<file path="src/common/scurvePkg.sv">
package scurvePkg;

  //////////////////////////////////////////////////////////////////////
  // Scan parameter widths
  //////////////////////////////////////////////////////////////////////

  // Threshold DAC code
  typedef logic [9:0] dacCodeT;

  // Trigger count, also CPT_MAX and Counter_MAX
  typedef logic [15:0] countT;

  // Word pushed to the external FIFO
  typedef logic [15:0] resultWordT;

  // Trigger window length in Clk cycles
  typedef logic [3:0] delayT;

  // ASIC index carried in the header word
  typedef logic [2:0] asicIdxT;

  //////////////////////////////////////////////////////////////////////
  // Result word format
  //////////////////////////////////////////////////////////////////////

  // Header layout: tag, ASIC index, three zero bits, channel
  localparam logic [3:0] HeaderTag = 4'hC;

  // Result FIFO depth and derived widths
  localparam int ResultDepth = 16;
  localparam int ResultPtrWidth = $clog2(ResultDepth);
  typedef logic [ResultPtrWidth-1:0] bufPtrT;
  typedef logic [ResultPtrWidth:0] bufCountT;

  // Scan sequencer FSM
  typedef enum logic [2:0] {
    Idle,
    Header,
    Config,
    WaitConfig,
    Measure,
    Advance,
    Drain,
    Done
  } seqStateT;

endpackage

</file>
<file path="src/common/asicPkg.sv">
package asicPkg;

  //////////////////////////////////////////////////////////////////////
  // Readout ASIC geometry
  //////////////////////////////////////////////////////////////////////

  localparam int NumChannels = 64;

  // Three discriminators per channel, each with its own mask bank
  localparam int NumDiscriminators = 3;

  // Clk cycles per slow gate tick in count mode
  localparam int GateDivide = 50;
  localparam int GateDivWidth = $clog2(GateDivide);

  // Channel number
  typedef logic [$clog2(NumChannels)-1:0] channelT;

  // One-hot charge injection vector
  typedef logic [NumChannels-1:0] chanVecT;

  // Discriminator mask, bank d holds bits d*64 up to d*64+63, set bit masks
  typedef logic [NumDiscriminators*NumChannels-1:0] maskT;

  // Gate tick divider counter
  typedef logic [GateDivWidth-1:0] gateDivT;

endpackage

</file>
<file path="src/scanSequencer/scanSequencer.sv">
`timescale 1ns/10ps

module scanSequencer
  import scurvePkg::*, asicPkg::*;
(
  input  logic       Clk,
  input  logic       reset_n,
  input  logic       Test_Start,
  // High selects a single channel scan, low walks all 64
  input  logic       Single_or_64Chn,
  input  channelT    SingleTestChannel,
  input  logic       Ctest_or_Input,
  input  logic       UnmaskAllChannel,
  input  dacCodeT    StartDac,
  input  dacCodeT    EndDac,
  input  dacCodeT    DacStep,
  input  asicIdxT    TestAsicNumber,
  input  logic       MicrorocConfigurationDone,
  input  logic       Data_Transmit_Done,
  input  logic       bufferSpace,
  input  logic       bufferEmpty,
  input  logic       pointDone,
  output logic       pointStart,
  output resultWordT wordData,
  output logic       wordWrite,
  output chanVecT    Microroc_CTest_Chn_Out,
  output dacCodeT    Microroc_10bit_DAC_Out,
  output maskT       Microroc_Discriminator_Mask,
  output logic       SlowControlParameterLoadStart,
  output logic       Force_Ext_RAZ,
  output logic       SCurve_Test_Done
);

  seqStateT    state;
  channelT     channel;
  logic        startSync1;
  logic        startSync2;
  logic        startPulse;
  logic        pointBusy;
  // One extra bit so the step never wraps past 1023
  logic [10:0] nextDac;
  logic        lastPoint;
  logic        lastChannel;

  // Injection bit, always on in 64-channel mode
  function automatic chanVecT injectVector(channelT ch, logic enable);
    chanVecT vec;
    vec = '0;
    vec[ch] = enable;
    return vec;
  endfunction

  // Unmask the three discriminators of the channel under test
  function automatic maskT maskVector(channelT ch, logic unmaskAll);
    maskT mask;
    mask = unmaskAll ? '0 : '1;
    for (int d = 0; d < NumDiscriminators; d++) begin
      mask[d*NumChannels + int'(ch)] = 1'b0;
    end
    return mask;
  endfunction

  //////////////////////////////////////////////////////////////////////
  // Start edge detect
  //////////////////////////////////////////////////////////////////////

  // Pulse lands two cycles after Test_Start rises
  always_ff @(posedge Clk or negedge reset_n) begin
    if (!reset_n) begin
      startSync1 <= 1'b0;
      startSync2 <= 1'b0;
      startPulse <= 1'b0;
    end else begin
      startSync1 <= Test_Start;
      startSync2 <= startSync1;
      startPulse <= startSync1 & ~startSync2;
    end
  end

  assign nextDac = {1'b0, Microroc_10bit_DAC_Out} + {1'b0, DacStep};
  // Zero step ends the channel after one point
  assign lastPoint = (DacStep == '0) || (nextDac > {1'b0, EndDac});
  assign lastChannel = Single_or_64Chn || (channel == channelT'(NumChannels - 1));

  //////////////////////////////////////////////////////////////////////
  // Scan FSM
  //////////////////////////////////////////////////////////////////////

  always_ff @(posedge Clk or negedge reset_n) begin
    if (!reset_n) begin
      state <= Idle;
      channel <= '0;
      pointStart <= 1'b0;
      Microroc_CTest_Chn_Out <= '0;
      Microroc_10bit_DAC_Out <= '0;
      Microroc_Discriminator_Mask <= '1;
    end else begin
      pointStart <= 1'b0;
      case (state)
        Idle: begin
          if (startPulse) begin
            channel <= Single_or_64Chn ? SingleTestChannel : '0;
            state <= Header;
          end
        end
        // Header goes out this cycle, config for the first point is loaded
        Header: begin
          if (bufferSpace) begin
            Microroc_10bit_DAC_Out <= StartDac;
            Microroc_CTest_Chn_Out <= injectVector(channel, !Single_or_64Chn || Ctest_or_Input);
            Microroc_Discriminator_Mask <= maskVector(channel, UnmaskAllChannel);
            state <= Config;
          end
        end
        Config: state <= WaitConfig;
        WaitConfig: begin
          if (MicrorocConfigurationDone) begin
            pointStart <= 1'b1;
            state <= Measure;
          end
        end
        Measure: begin
          if (pointDone) begin
            state <= Advance;
          end
        end
        // Hold until the buffer can take the next point's word
        Advance: begin
          if (bufferSpace) begin
            if (!lastPoint) begin
              Microroc_10bit_DAC_Out <= nextDac[9:0];
              state <= Config;
            end else if (!lastChannel) begin
              channel <= channel + 1'b1;
              state <= Header;
            end else begin
              state <= Drain;
            end
          end
        end
        Drain: begin
          if (bufferEmpty && Data_Transmit_Done) begin
            state <= Done;
          end
        end
        // Park the ASIC with everything masked
        Done: begin
          Microroc_CTest_Chn_Out <= '0;
          Microroc_Discriminator_Mask <= '1;
          state <= Idle;
        end
        default: state <= Idle;
      endcase
    end
  end

  assign wordWrite = (state == Header) && bufferSpace;
  assign wordData = {HeaderTag, TestAsicNumber, 3'b000, channel};
  assign SlowControlParameterLoadStart = (state == Config);
  assign Force_Ext_RAZ = (state == Measure);
  assign SCurve_Test_Done = (state == Done);

  // Point in flight from pointStart up to the counter's pointDone
  always_ff @(posedge Clk or negedge reset_n) begin
    if (!reset_n) begin
      pointBusy <= 1'b0;
    end else if (pointStart) begin
      pointBusy <= 1'b1;
    end else if (pointDone) begin
      pointBusy <= 1'b0;
    end
  end

  pointStartIdle: assert property (@(posedge Clk) disable iff (!reset_n)
    pointStart |-> !pointBusy);

endmodule

</file>
<file path="src/triggerCounter/triggerCounter.sv">
`timescale 1ns/10ps

module triggerCounter
  import scurvePkg::*, asicPkg::*;
(
  input  logic  Clk,
  input  logic  reset_n,
  // High for trigger efficiency, low for count efficiency
  input  logic  TriggerEfficiencyOrCountEfficiency,
  input  logic  CLK_EXT,
  input  logic  out_trigger0b,
  input  logic  out_trigger1b,
  input  logic  out_trigger2b,
  input  logic  pointStart,
  input  countT CPT_MAX,
  input  countT Counter_MAX,
  input  delayT TriggerDelay,
  output countT pointCount,
  output logic  pointCountValid,
  output logic  pointDone
);

  logic [2:0] trigMeta;
  logic [2:0] trigSync;
  logic [2:0] extSync;
  logic       triggerNow;
  logic       triggerPrev;
  logic       triggerFall;
  logic       countedEdge;
  logic       windowClose;
  logic       trigDone;
  logic       busy;
  logic       windowHit;
  logic       gateOpen;
  countT      hitCount;
  countT      edgeCount;
  countT      tickCount;
  delayT      windowCnt;
  gateDivT    divCnt;

  // Synchronizers, trigger lines idle high
  always_ff @(posedge Clk or negedge reset_n) begin
    if (!reset_n) begin
      trigMeta <= '1;
      trigSync <= '1;
      triggerPrev <= 1'b0;
      extSync <= '0;
    end else begin
      trigMeta <= {out_trigger2b, out_trigger1b, out_trigger0b};
      trigSync <= trigMeta;
      triggerPrev <= triggerNow;
      extSync <= {extSync[1:0], CLK_EXT};
    end
  end

  // Trigger when all three discriminators are low
  assign triggerNow = (trigSync == 3'b000);
  assign triggerFall = triggerNow && !triggerPrev;
  // Edges past CPT_MAX are ignored
  assign countedEdge = extSync[1] && !extSync[2] && (edgeCount != CPT_MAX);
  // A new edge also closes a still open window
  assign windowClose = (windowCnt == delayT'(1)) || (countedEdge && (windowCnt != '0));
  assign trigDone = (edgeCount == CPT_MAX) && (windowCnt == '0);
  assign pointCount = hitCount;

  //////////////////////////////////////////////////////////////////////
  // Point measurement
  //////////////////////////////////////////////////////////////////////

  always_ff @(posedge Clk or negedge reset_n) begin
    if (!reset_n) begin
      busy <= 1'b0;
      hitCount <= '0;
      edgeCount <= '0;
      windowCnt <= '0;
      windowHit <= 1'b0;
      gateOpen <= 1'b0;
      divCnt <= '0;
      tickCount <= '0;
      pointDone <= 1'b0;
      pointCountValid <= 1'b0;
    end else begin
      pointDone <= 1'b0;
      pointCountValid <= 1'b0;
      if (pointStart) begin
        busy <= 1'b1;
        hitCount <= '0;
        edgeCount <= '0;
        windowCnt <= '0;
        windowHit <= 1'b0;
        // Gate opens the cycle after pointStart
        gateOpen <= !TriggerEfficiencyOrCountEfficiency;
        divCnt <= '0;
        tickCount <= '0;
      end else if (busy && TriggerEfficiencyOrCountEfficiency) begin
        // One count per window that saw a trigger
        if (windowClose && (windowHit || triggerNow) && (hitCount != '1)) begin
          hitCount <= hitCount + 1'b1;
        end
        if (countedEdge) begin
          edgeCount <= edgeCount + 1'b1;
          windowCnt <= TriggerDelay;
          windowHit <= triggerNow;
        end else if (windowCnt != '0) begin
          windowCnt <= windowCnt - 1'b1;
          windowHit <= windowHit || triggerNow;
        end
        if (trigDone) begin
          busy <= 1'b0;
          pointDone <= 1'b1;
          pointCountValid <= 1'b1;
        end
      end else if (busy) begin
        // Count mode, saturating count of trigger falling edges
        if (gateOpen && triggerFall && (hitCount != '1)) begin
          hitCount <= hitCount + 1'b1;
        end
        if (gateOpen) begin
          if (divCnt == gateDivT'(GateDivide - 1)) begin
            divCnt <= '0;
            tickCount <= tickCount + 1'b1;
            if (tickCount == Counter_MAX - 1'b1) begin
              gateOpen <= 1'b0;
            end
          end else begin
            divCnt <= divCnt + 1'b1;
          end
        end else begin
          busy <= 1'b0;
          pointDone <= 1'b1;
          pointCountValid <= 1'b1;
        end
      end
    end
  end

  // Trigger mode never reports more hit windows than injection edges
  doneCarriesCount: assert property (@(posedge Clk) disable iff (!reset_n)
    pointDone |-> pointCountValid &&
      (!TriggerEfficiencyOrCountEfficiency || (pointCount <= CPT_MAX)));

endmodule

</file>
<file path="src/design/resultBuffer.sv">
`timescale 1ns/10ps

module resultBuffer
  import scurvePkg::*;
(
  input  logic       Clk,
  input  logic       reset_n,
  input  resultWordT wordData,
  input  logic       wordWrite,
  input  countT      pointCount,
  input  logic       pointCountValid,
  input  logic       ExternalDataFifoFull,
  output resultWordT SCurveTestDataout,
  output logic       SCurveTestDataoutEnable,
  output logic       bufferSpace,
  output logic       bufferEmpty
);

  resultWordT mem [ResultDepth];
  bufPtrT     wrPtr;
  bufPtrT     rdPtr;
  bufCountT   fill;
  logic       push;
  logic       pop;
  resultWordT pushData;

  // Header and count strobes share one write port
  assign push = wordWrite || pointCountValid;
  assign pushData = wordWrite ? wordData : resultWordT'(pointCount);

  assign bufferEmpty = (fill == '0);
  // Room for a header plus one count word
  assign bufferSpace = (fill <= bufCountT'(ResultDepth - 2));

  // Drain straight from the head entry while the downstream FIFO has room
  assign pop = !bufferEmpty && !ExternalDataFifoFull;
  assign SCurveTestDataout = mem[rdPtr];
  assign SCurveTestDataoutEnable = pop;

  always_ff @(posedge Clk) begin
    if (push) begin
      mem[wrPtr] <= pushData;
    end
  end

  always_ff @(posedge Clk or negedge reset_n) begin
    if (!reset_n) begin
      wrPtr <= '0;
      rdPtr <= '0;
      fill <= '0;
    end else begin
      if (push) begin
        wrPtr <= wrPtr + 1'b1;
      end
      if (pop) begin
        rdPtr <= rdPtr + 1'b1;
      end
      case ({push, pop})
        2'b10: fill <= fill + 1'b1;
        2'b01: fill <= fill - 1'b1;
        default: fill <= fill;
      endcase
    end
  end

  // Sequencer flow control keeps both of these from happening
  noOverflow: assert property (@(posedge Clk) disable iff (!reset_n)
    push |-> (fill != bufCountT'(ResultDepth)) && !(wordWrite && pointCountValid));

endmodule

</file>
<file path="src/design/sCurveTestTop.sv">
`timescale 1ns/10ps

module sCurveTestTop
  import scurvePkg::*, asicPkg::*;
(
  input  logic       Clk,
  input  logic       reset_n,
  input  logic       TriggerEfficiencyOrCountEfficiency,
  // Scan control
  input  logic       Test_Start,
  input  logic       Single_or_64Chn,
  input  channelT    SingleTestChannel,
  input  logic       Ctest_or_Input,
  input  logic       UnmaskAllChannel,
  input  countT      CPT_MAX,
  input  countT      Counter_MAX,
  input  dacCodeT    StartDac,
  input  dacCodeT    EndDac,
  input  dacCodeT    DacStep,
  input  delayT      TriggerDelay,
  input  asicIdxT    TestAsicNumber,
  // External data FIFO
  output resultWordT SCurveTestDataout,
  output logic       SCurveTestDataoutEnable,
  input  logic       ExternalDataFifoFull,
  // ASIC slow control
  input  logic       MicrorocConfigurationDone,
  output chanVecT    Microroc_CTest_Chn_Out,
  output dacCodeT    Microroc_10bit_DAC_Out,
  output maskT       Microroc_Discriminator_Mask,
  output logic       SlowControlParameterLoadStart,
  output logic       Force_Ext_RAZ,
  // ASIC pins
  input  logic       CLK_EXT,
  input  logic       out_trigger0b,
  input  logic       out_trigger1b,
  input  logic       out_trigger2b,
  // Completion
  output logic       SCurve_Test_Done,
  input  logic       Data_Transmit_Done
);

  logic       pointStart;
  logic       pointDone;
  logic       pointCountValid;
  countT      pointCount;
  resultWordT wordData;
  logic       wordWrite;
  logic       bufferSpace;
  logic       bufferEmpty;

  //////////////////////////////////////////////////////////////////////
  // Decode, execute, result
  //////////////////////////////////////////////////////////////////////

  scanSequencer decode (
    .Clk                          (Clk),
    .reset_n                      (reset_n),
    .Test_Start                   (Test_Start),
    .Single_or_64Chn              (Single_or_64Chn),
    .SingleTestChannel            (SingleTestChannel),
    .Ctest_or_Input               (Ctest_or_Input),
    .UnmaskAllChannel             (UnmaskAllChannel),
    .StartDac                     (StartDac),
    .EndDac                       (EndDac),
    .DacStep                      (DacStep),
    .TestAsicNumber               (TestAsicNumber),
    .MicrorocConfigurationDone    (MicrorocConfigurationDone),
    .Data_Transmit_Done           (Data_Transmit_Done),
    .bufferSpace                  (bufferSpace),
    .bufferEmpty                  (bufferEmpty),
    .pointDone                    (pointDone),
    .pointStart                   (pointStart),
    .wordData                     (wordData),
    .wordWrite                    (wordWrite),
    .Microroc_CTest_Chn_Out       (Microroc_CTest_Chn_Out),
    .Microroc_10bit_DAC_Out       (Microroc_10bit_DAC_Out),
    .Microroc_Discriminator_Mask  (Microroc_Discriminator_Mask),
    .SlowControlParameterLoadStart(SlowControlParameterLoadStart),
    .Force_Ext_RAZ                (Force_Ext_RAZ),
    .SCurve_Test_Done             (SCurve_Test_Done)
  );

  triggerCounter execute (
    .Clk                               (Clk),
    .reset_n                           (reset_n),
    .TriggerEfficiencyOrCountEfficiency(TriggerEfficiencyOrCountEfficiency),
    .CLK_EXT                           (CLK_EXT),
    .out_trigger0b                     (out_trigger0b),
    .out_trigger1b                     (out_trigger1b),
    .out_trigger2b                     (out_trigger2b),
    .pointStart                        (pointStart),
    .CPT_MAX                           (CPT_MAX),
    .Counter_MAX                       (Counter_MAX),
    .TriggerDelay                      (TriggerDelay),
    .pointCount                        (pointCount),
    .pointCountValid                   (pointCountValid),
    .pointDone                         (pointDone)
  );

  resultBuffer result (
    .Clk                    (Clk),
    .reset_n                (reset_n),
    .wordData               (wordData),
    .wordWrite              (wordWrite),
    .pointCount             (pointCount),
    .pointCountValid        (pointCountValid),
    .ExternalDataFifoFull   (ExternalDataFifoFull),
    .SCurveTestDataout      (SCurveTestDataout),
    .SCurveTestDataoutEnable(SCurveTestDataoutEnable),
    .bufferSpace            (bufferSpace),
    .bufferEmpty            (bufferEmpty)
  );

endmodule

</file>
<file path="config.mk">
export PLATFORM = sky130hd
export DESIGN_NAME = sCurveTestTop
export DESIGN_NICKNAME = d
export VERILOG_FILES = /design/src/common/scurvePkg.sv /design/src/common/asicPkg.sv /design/src/scanSequencer/scanSequencer.sv /design/src/triggerCounter/triggerCounter.sv /design/src/design/resultBuffer.sv /design/src/design/sCurveTestTop.sv
export SDC_FILE = /design/constraint.sdc
export NUM_CORES = 1
export LEC_CHECK = 0
export BUFFER_PORTS_ARGS = -buffer_cell sky130_fd_sc_hd__buf_2
export CORE_MARGIN = 3
export CORE_UTILIZATION = 30
export DETAILED_ROUTE_END_ITERATION = 16
export MAX_ROUTING_LAYER = met4
export SLEW_MARGIN = 20
export SYNTH_ARGS = -nofsm -noshare
export SYNTH_HDL_FRONTEND = slang
export SYNTH_SLANG_ARGS = --single-unit
</file>
<file path="constraint.sdc">
create_clock -name Clk -period 5.9 [get_ports Clk]
set_clock_uncertainty 0.15 [all_clocks]
set_input_delay 1.18 -clock Clk [delete_from_list [all_inputs] [get_ports Clk]]
set_output_delay 1.18 -clock Clk [all_outputs]
set_load 0.005 [all_outputs]
</file>
==> reports/results.tsv, run 1 <==
stage	metric	value	unit
run_status	status	complete, no violations	
global_route	track_usage	16.9	%
synth	synth-async-reset-ratio	48.0	%
worst_setup_path	crit_path_start_kind	flip-flop	
synth	synth.yosys.warnings	0	
pwr	finalPower	13.5	mW
synth	syn_area	0.0234	mm2
worst_setup_path	critPathTopFamily	multiplexers	
die	initial_core_util	30.6	%
worst_setup_path	crit_buf_inv	2	
timing	fmax	218	MHz
die	io-pin-count	375	
synth	synthAdderAreaFrac	2.20	%
die	num_rows	101	
place	hpwl	47.0	mm
synth	synth_nets	2001	
synth	synth_area_leader_cell	edfxtp_1	
worst_setup_path	arrival	3.26	ns
global_route	grt_pass1_wl	103	mm
detailed_routing	drtIter0Drc	1439	
clock_tree	clkTransAtPathRegs	0.06	ns
clock_tree	cts_root_buffer	clkbuf_16	
synth	avgSynthCellArea	12.5	um2
timing	period_share	77.8	%
final_layout	syn2layout_area_growth	17.1	%
synth	synth_top_flop_cell	edfxtp_1	
die	die_w	286	um
die	die_area	0.0816	mm2
worst_setup_path	required	4.57	ns
synth	synthMuxAreaShare	9.09	%
place	io_buffers	374	
timing	hold_violations	0	
worst_setup_path	critPathSlowestCell	dfrtp_4	
pwr	p_leak	11.1	nW
synth	synth_xor_area_share	2.69	%
global_route	grt_pass1_vias	15983	
worst_setup_path	rr_startpoint	decode.Microroc_10bit_DAC_Out[4]$_DFFE_PN0P_	
die	coreArea	0.0767	mm2
worst_setup_path	crit_type	reg2out	
die	chipHeight	286	um
synth	synth_compound_area_share	10.1	%
timing	final-setup-viol-count	0	
timing	rsz0062_at_grt	no	
worst_setup_path	cp-end-kind	output pin	
detailed_routing	viasPerCell	5.10	
detailed_routing	wire_per_inst	21.7	um
global_route	grt_max_degree	129	
pwr	p_per_area	492	mW/mm2
clock_tree	postCtsResizedCells	0	
synth	synth_top_family_by_area	simple AND/OR/NAND/NOR gates	
synth	synth_top_area_share	32.8	%
synth	ys_ff_latch	492	
clock_tree	cts_max_path_buffers	3	
synth	synth_enable_flop_cells	256	
synth	synth.yosys.seq_area_share	58.3	%
clock_tree	cts_buffers	54	
final_layout	nFillCells	7482	
clock_tree	clock_latency	0.62	ns
clock_tree	hold_buffers	0	
global_route	grt_overflow_total	0	
timing	setup_tns	0	ns
timing	hold_slack	0.204	ns
detailed_routing	dr.pass1.iters	7	
global_route	antenna_found_initial	20	
pwr	max-vdd-ir-drop	0.285	mV
hold_path	hold_path.startpoint	execute.trigMeta[0]$_DFF_PN1_	
final_layout	regArea	0.0137	mm2
worst_setup_path	crit_top_cell	mux4_2	
hold_path	hold_class	reg2reg	
synth	synth_cells	1872	
clock_tree	cts_max_level	2	
synth	synth.distinct_cells	72	
detailed_routing	drc	0	
final_layout	multi_input_area	0.00826	mm2
clock_tree	post-cts-setup-buffers	0	
synth	synth_area_leaders	edfxtp_1, dfrtp_1, dfstp_2	
worst_setup_path	path_max_fanout	38	
detailed_routing	totalWireLength	69.0	mm
place	gp_congestion	0.841	
final_layout	nets	2217	
detailed_routing	ant_nets	0	
worst_setup_path	slowest_delay	0.93	ns
clock_tree	clock-sinks	492	
final_layout	layout-drive-gt1-share	32.2	%
worst_setup_path	crit_chain	buf_4, mux4_2, mux4_2, buf_2	
synth	synthSimpleGateAreaFrac	11.0	%
worst_setup_path	crit_path_start	result.rdPtr[0]$_DFFE_PN0P_	
clock_tree	cts_tree	built	
timing	slew_violations	0	
timing	slew_headroom	21.4	%
timing	worst_pin_slew	1.18	ns
flow_run	max_cap_viol_count	0	
timing	min_period	4.59	ns
detailed_routing	vias	16231	
[where the power goes]
part	total [mW]	leakage [nW]	internal, mW	switching (mW)
combinational	4.50	4.82	2.00	2.50
sequential	5.41	5.35	4.54	0.870
clock	3.60	0.929	2.17	1.43
total	13.5	11.1	8.71	4.80
[kinds of logic after synthesis]
kind of cell | after synthesis
simple gates | 525
flops | 492
compound gates | 351
buf+inv | 282
mux | 110
xor+xnor | 72
fa+ha+maj | 40
[per-layer routing]
layer / track usage [%] / vias to the layer above / wire, um
met5: - / - / 0
met4: 5.67 / 0 / 1600
met3: 3.88 / 102 / 5740
met2: 25.4 / 604 / 32400
met1: 22.5 / 8224 / 29300
li1: - / 7301 / -
[cells in the final DEF, fill, tap and decap left out, drive strengths merged, types with 22 or more instances in the layout]
cell type and instances:
nor2 76, a21oi 103, nand3 46, ha 38
nand2 209, mux2 23, buf 397, a211oi 65
o21ai 35, xor2 40, dfrtp 166, clkbuf 76
mux4 80, xnor2 32, o31ai 77, inv 48
and3 22, dfstp 70, edfxtp 256, nor2b 26
[through the flow]
stage               cells  area (um2)  setup WS (ns)  utilization (%)
detailed placement   3062       25500          0.960             33.2
floorplan            1872       23400           1.58                -
global placement     3062       25500           1.03             33.2
finish               3184       27400           1.31             35.8
global route         3182       27400           1.10             35.8
CTS                  3164       27400           1.18             35.7
[flip-flops by register name, summed over array words and instances (netlist names), 3 cells and up]
register / cells
execute.extSync: 3
result.rdPtr: 4
execute.trigSync: 3
execute.windowCnt: 4
execute.tickCount: 16
decode.Microroc_10bit_DAC_Out: 10
execute.edgeCount: 16
result.wrPtr: 4
execute.divCnt: 6
decode.channel: 6
result.mem: 256
decode.state: 3
execute.pointCount: 16
decode.Microroc_CTest_Chn_Out: 64
result.fill: 5
execute.trigMeta: 3
decode.Microroc_Discriminator_Mask: 64
[cells in the mapped netlist (all sizes together), types with 14 or more instances]
library cell and count:
or4 14, o21ai 35, mux4 80, xor2 40, inv 45, or3 14, buf 149, edfxtp 256
and2 19, and3 22, ha 38, dfstp 70, nand3 46, clkbuf 88, o211ai 14, o31ai 77
mux2 23, nor3 21, xnor2 32, nor4 15, dfrtp 166, a211oi 65, nand2 209, nor2b 26
a21oi 103, nor2 76, nand4 20
[cell type report]
cell class	instances	share of cell area, %
clock buffer	76	5.56
inverter	45	0.615
clock inverter	26	1.43
tap	1030	4.70
timing repair buffer	397	7.55
multi-input combinational	1098	30.1
antenna	20	0.182
sequential	492	49.9
[final timing paths]
kind | slack [ns] | endpoint | cells after the start
setup / recovery | 1.31 | SCurveTestDataout[0] | 4
hold / removal | 0.20 | execute.trigSync[0]$_DFF_PN1_ | 0
setup reg to reg | 1.88 | decode.Microroc_10bit_DAC_Out[9]$_DFFE_PN0P_ | 12
hold reg to reg | 0.20 | execute.trigSync[0]$_DFF_PN1_ | 0
max in group asynchronous | 3.97 | execute.trigMeta[0]$_DFF_PN1_ | 2
min in group asynchronous | 0.43 | decode.Microroc_CTest_Chn_Out[4]$_DFFE_PN0P_ | 1
Note: power is estimated with default switching activity, not from simulation.
==> run 2, diff against run 1 <==
==> constraint.sdc (replaced) <==
create_clock -name Clk -period 4 [get_ports Clk]
set_clock_uncertainty 0.15 [all_clocks]
set_input_delay 0.8 -clock Clk [delete_from_list [all_inputs] [get_ports Clk]]
set_output_delay 0.8 -clock Clk [all_outputs]
set_load 0.005 [all_outputs]
==> run 2 against run 1 <==
Against the previous run:
- setup slack worse by 1.1 ns
- critical path depth unchanged
- power up 50%
- global-route usage up 0.10 points
- hold slack worse by 0.052 ns
- cell count up 1.6%
- cell area up 1.6%
- clock-buffer cell count down 4
- register-to-register slack worse by 1.7 ns
- non-clock buffer count up 53
- critical path type unchanged
- critical endpoint is now SCurveTestDataout[13]
- largest power group unchanged
==> reports/results.tsv, run 2 (same netlist as run 1, synthesis figures left out) <==
stage	metric	value	unit	change
run_status	status	complete, no violations		
global_route	groute.layer.met2.usage	26.0	%	+0.58 points
clock_tree	clkTransAtPathRegs	0.06	ns	about the same
place	gp_congestion	0.841		about the same
final_layout	regArea	0.0137	mm2	about the same
pwr	max-vdd-ir-drop	0.419	mV	+47%
die	die_area	0.0816	mm2	unchanged
global_route	grt_overflow_total	0		unchanged
detailed_routing	wire_per_inst	21.5	um	-0.59%
clock_tree	cts_root_buffer	clkbuf_16		
worst_setup_path	reg2reg_setup_slack	0.23	ns	-1.65 ns
timing	setup_tns	0	ns	unchanged
die	chipHeight	286	um	unchanged
detailed_routing	viasPerCell	5.07		-0.61%
pwr	intPower	13.0	mW	+49%
final_layout	nets	2271		+2.4%
clock_tree	post-cts-setup-buffers	0		unchanged
worst_setup_path	required	3.05	ns	-1.52 ns
place	place_inst	3113		+1.7%
worst_setup_path	crit_top_cell	mux4_2		
worst_setup_path	crit_path_start_kind	flip-flop		
worst_setup_path	critPathSlowestCell	dfrtp_4		
final_layout	syn2layout_area_growth	18.9	%	
final_layout	largest_reg_flops	256		unchanged
pwr	p_leak	11.4	nW	+2.4%
global_route	grt_max_degree	116		-10%
final_layout	layout_common_cells	buf_2, edfxtp_1, nand2_1, dfrtp_1, a21oi_1		
pwr	seqPwrFrac	38.6	%	-1.4 points
global_route	track_usage	17.0	%	+0.10 points
final_layout	fin_util	36.3	%	+0.57 points
pwr	p_per_area	726	mW/mm2	+47%
global_route	top_usage_layer	met2		
final_layout	top_register	result.mem		
die	num_rows	101		unchanged
clock_tree	cts_max_level	2		unchanged
timing	fmax	261	MHz	
timing	period_share	95.7	%	
die	die_w	286	um	unchanged
die	io-pin-count	375		unchanged
final_layout	mostFrequentLayoutCell	buf_2		
timing	min_period	3.83	ns	
die	coreArea	0.0767	mm2	unchanged
final_layout	fin_cells	3236		+1.6%
final_layout	nFillCells	7466		-0.21%
clock_tree	clock_latency	0.64	ns	+0.02 ns
detailed_routing	vias	16395		+1.0%
timing	hold_slack	0.152	ns	-0.0520 ns
pwr	swShare	35.8	%	+0.28 points
final_layout	reg_top3	result.mem (256), decode.Microroc_CTest_Chn_Out (64), decode.Microroc_Discriminator_Mask (64)		
timing	final-setup-viol-count	0		unchanged
clock_tree	cts_max_path_buffers	3		unchanged
worst_setup_path	cp-end-kind	output pin		
die	initial_core_util	30.6	%	unchanged
global_route	grt_pass1_vias	16298		+2.0%
global_route	grt_pass1_wl	104	mm	+0.52%
pwr	pwr-share-comb	35.7	%	+2.4 points
worst_setup_path	crit_path_start	result.rdPtr[0]$_DFFE_PN0P_		
pwr	pwr-share-clk	25.7	%	-1.0 points
worst_setup_path	reg2reg_to	decode.Microroc_10bit_DAC_Out[7]$_DFFE_PN0P_		
hold_path	hold_end	decode.startSync1$_DFF_PN0_		
hold_path	hold_path.startpoint	Test_Start		
flow_run	max_cap_viol_count	0		unchanged
worst_setup_path	path_max_fanout	21		-45%
global_route	use_met3	4.38	%	+0.50 points
clock_tree	cts_tree	built		
global_route	antenna_found_initial	20		unchanged
detailed_routing	drc	0		unchanged
timing	rsz0062_at_grt	no		
pwr	switching_power	7.25	mW	+51%
final_layout	multi_input_area	0.00825	mm2	-0.12%
detailed_routing	drtIter0Drc	1366		-5.1%
timing	hold_violations	0		unchanged
detailed_routing	dr.pass1.iters	6		-1
clock_tree	clock-sinks	492		unchanged
timing	slew_headroom	33.9	%	+12 points
worst_setup_path	slowest_delay	0.70	ns	-0.23 ns
clock_tree	cts_buffers	55		+1.9%
worst_setup_path	rr_startpoint	decode.Microroc_10bit_DAC_Out[4]$_DFFE_PN0P_		
pwr	finalPower	20.2	mW	+50%
detailed_routing	totalWireLength	69.7	mm	+1.0%
hold_path	hold_depth	1		+1
worst_setup_path	crit_type	reg2out		
global_route	grt_use_met1	22.0	%	-0.52 points
final_layout	layout-drive-gt1-share	33.6	%	+1.4 points
worst_setup_path	crit_chain	buf_4, mux4_2, mux4_2, buf_2		
place	hpwl	48.1	mm	+2.3%
timing	worst_pin_slew	0.988	ns	-0.191 ns
place	io_buffers	374		unchanged
timing	slew_violations	0		unchanged
detailed_routing	ant_nets	0		unchanged
hold_path	hold_class	in2reg		
worst_setup_path	worst_r2r_path_depth	14		+2
worst_setup_path	arrival	2.88	ns	-0.38 ns
run 2: cell type report:
class	instances	share of cell area, %
Sequential cell	492	49.1
Multi-Input combinational cell	1098	29.6
Timing Repair Buffer	450	9.20
Clock buffer	72	5.27
Tap cell	1030	4.62
Clock inverter	31	1.47
Inverter	45	0.606
Antenna cell	18	0.162
run 2: repair_timing:
item | CTS | global route
hold buffers | 1 | 0
gates resized for setup | 0 | 1
setup endpoints to repair | 0 | 6
hold endpoints to repair | 58 | 0
run 2: worst max-delay path: cells and delay by family, from the launching register on:
family / cells / cell delay [ns]
buffers and inverters: 2 / 0.49
muxes: 2 / 1.04
DFF: 1 / 0.70
run 2: per-stage QoR:
| stage | instance area [um2] | setup WS [ns] |
|---|---|---|
| 4_1_cts | 27800 | 0.0889 |
| 3_5_place_dp | 25900 | -0.319 |
| 3_3_place_gp | 25900 | -0.243 |
| 6_report | 27900 | 0.173 |
| 5_1_grt | 27900 | 0.0323 |
| 2_1_floorplan | 23400 | 0.0585 |
run 2: power groups by stage:
stage | Sequential (mW) | Clock, mW | Combinational, mW
floorplan | 7.36 | 0 | 5.06
global route | 7.94 | 5.53 | 7.92
finish | 7.81 | 5.20 | 7.23
CTS | 7.80 | 5.33 | 7.28
global placement | 7.83 | 0 | 7.12
detailed placement | 7.89 | 0 | 7.25
run 2: how the worst max path moves through the flow:
stage	end
final	SCurveTestDataout[13]
after global routing	SCurveTestDataout[7]
after CTS	SCurveTestDataout[13]
after detailed placement	decode.channel[5]$_DFFE_PN0P_
after global placement	decode.channel[5]$_DFFE_PN0P_
after floorplan	decode.Microroc_10bit_DAC_Out[0]$_DFFE_PN0P_
run 2: metal layers:
| metal | routed length [um] | vias up |
|---|---|---|
| met2 | 32500 | 567 |
| met5 | 0 | - |
| met1 | 29800 | 8314 |
| met4 | 2110 | 0 |
| met3 | 5240 | 108 |
| li1 | - | 7406 |
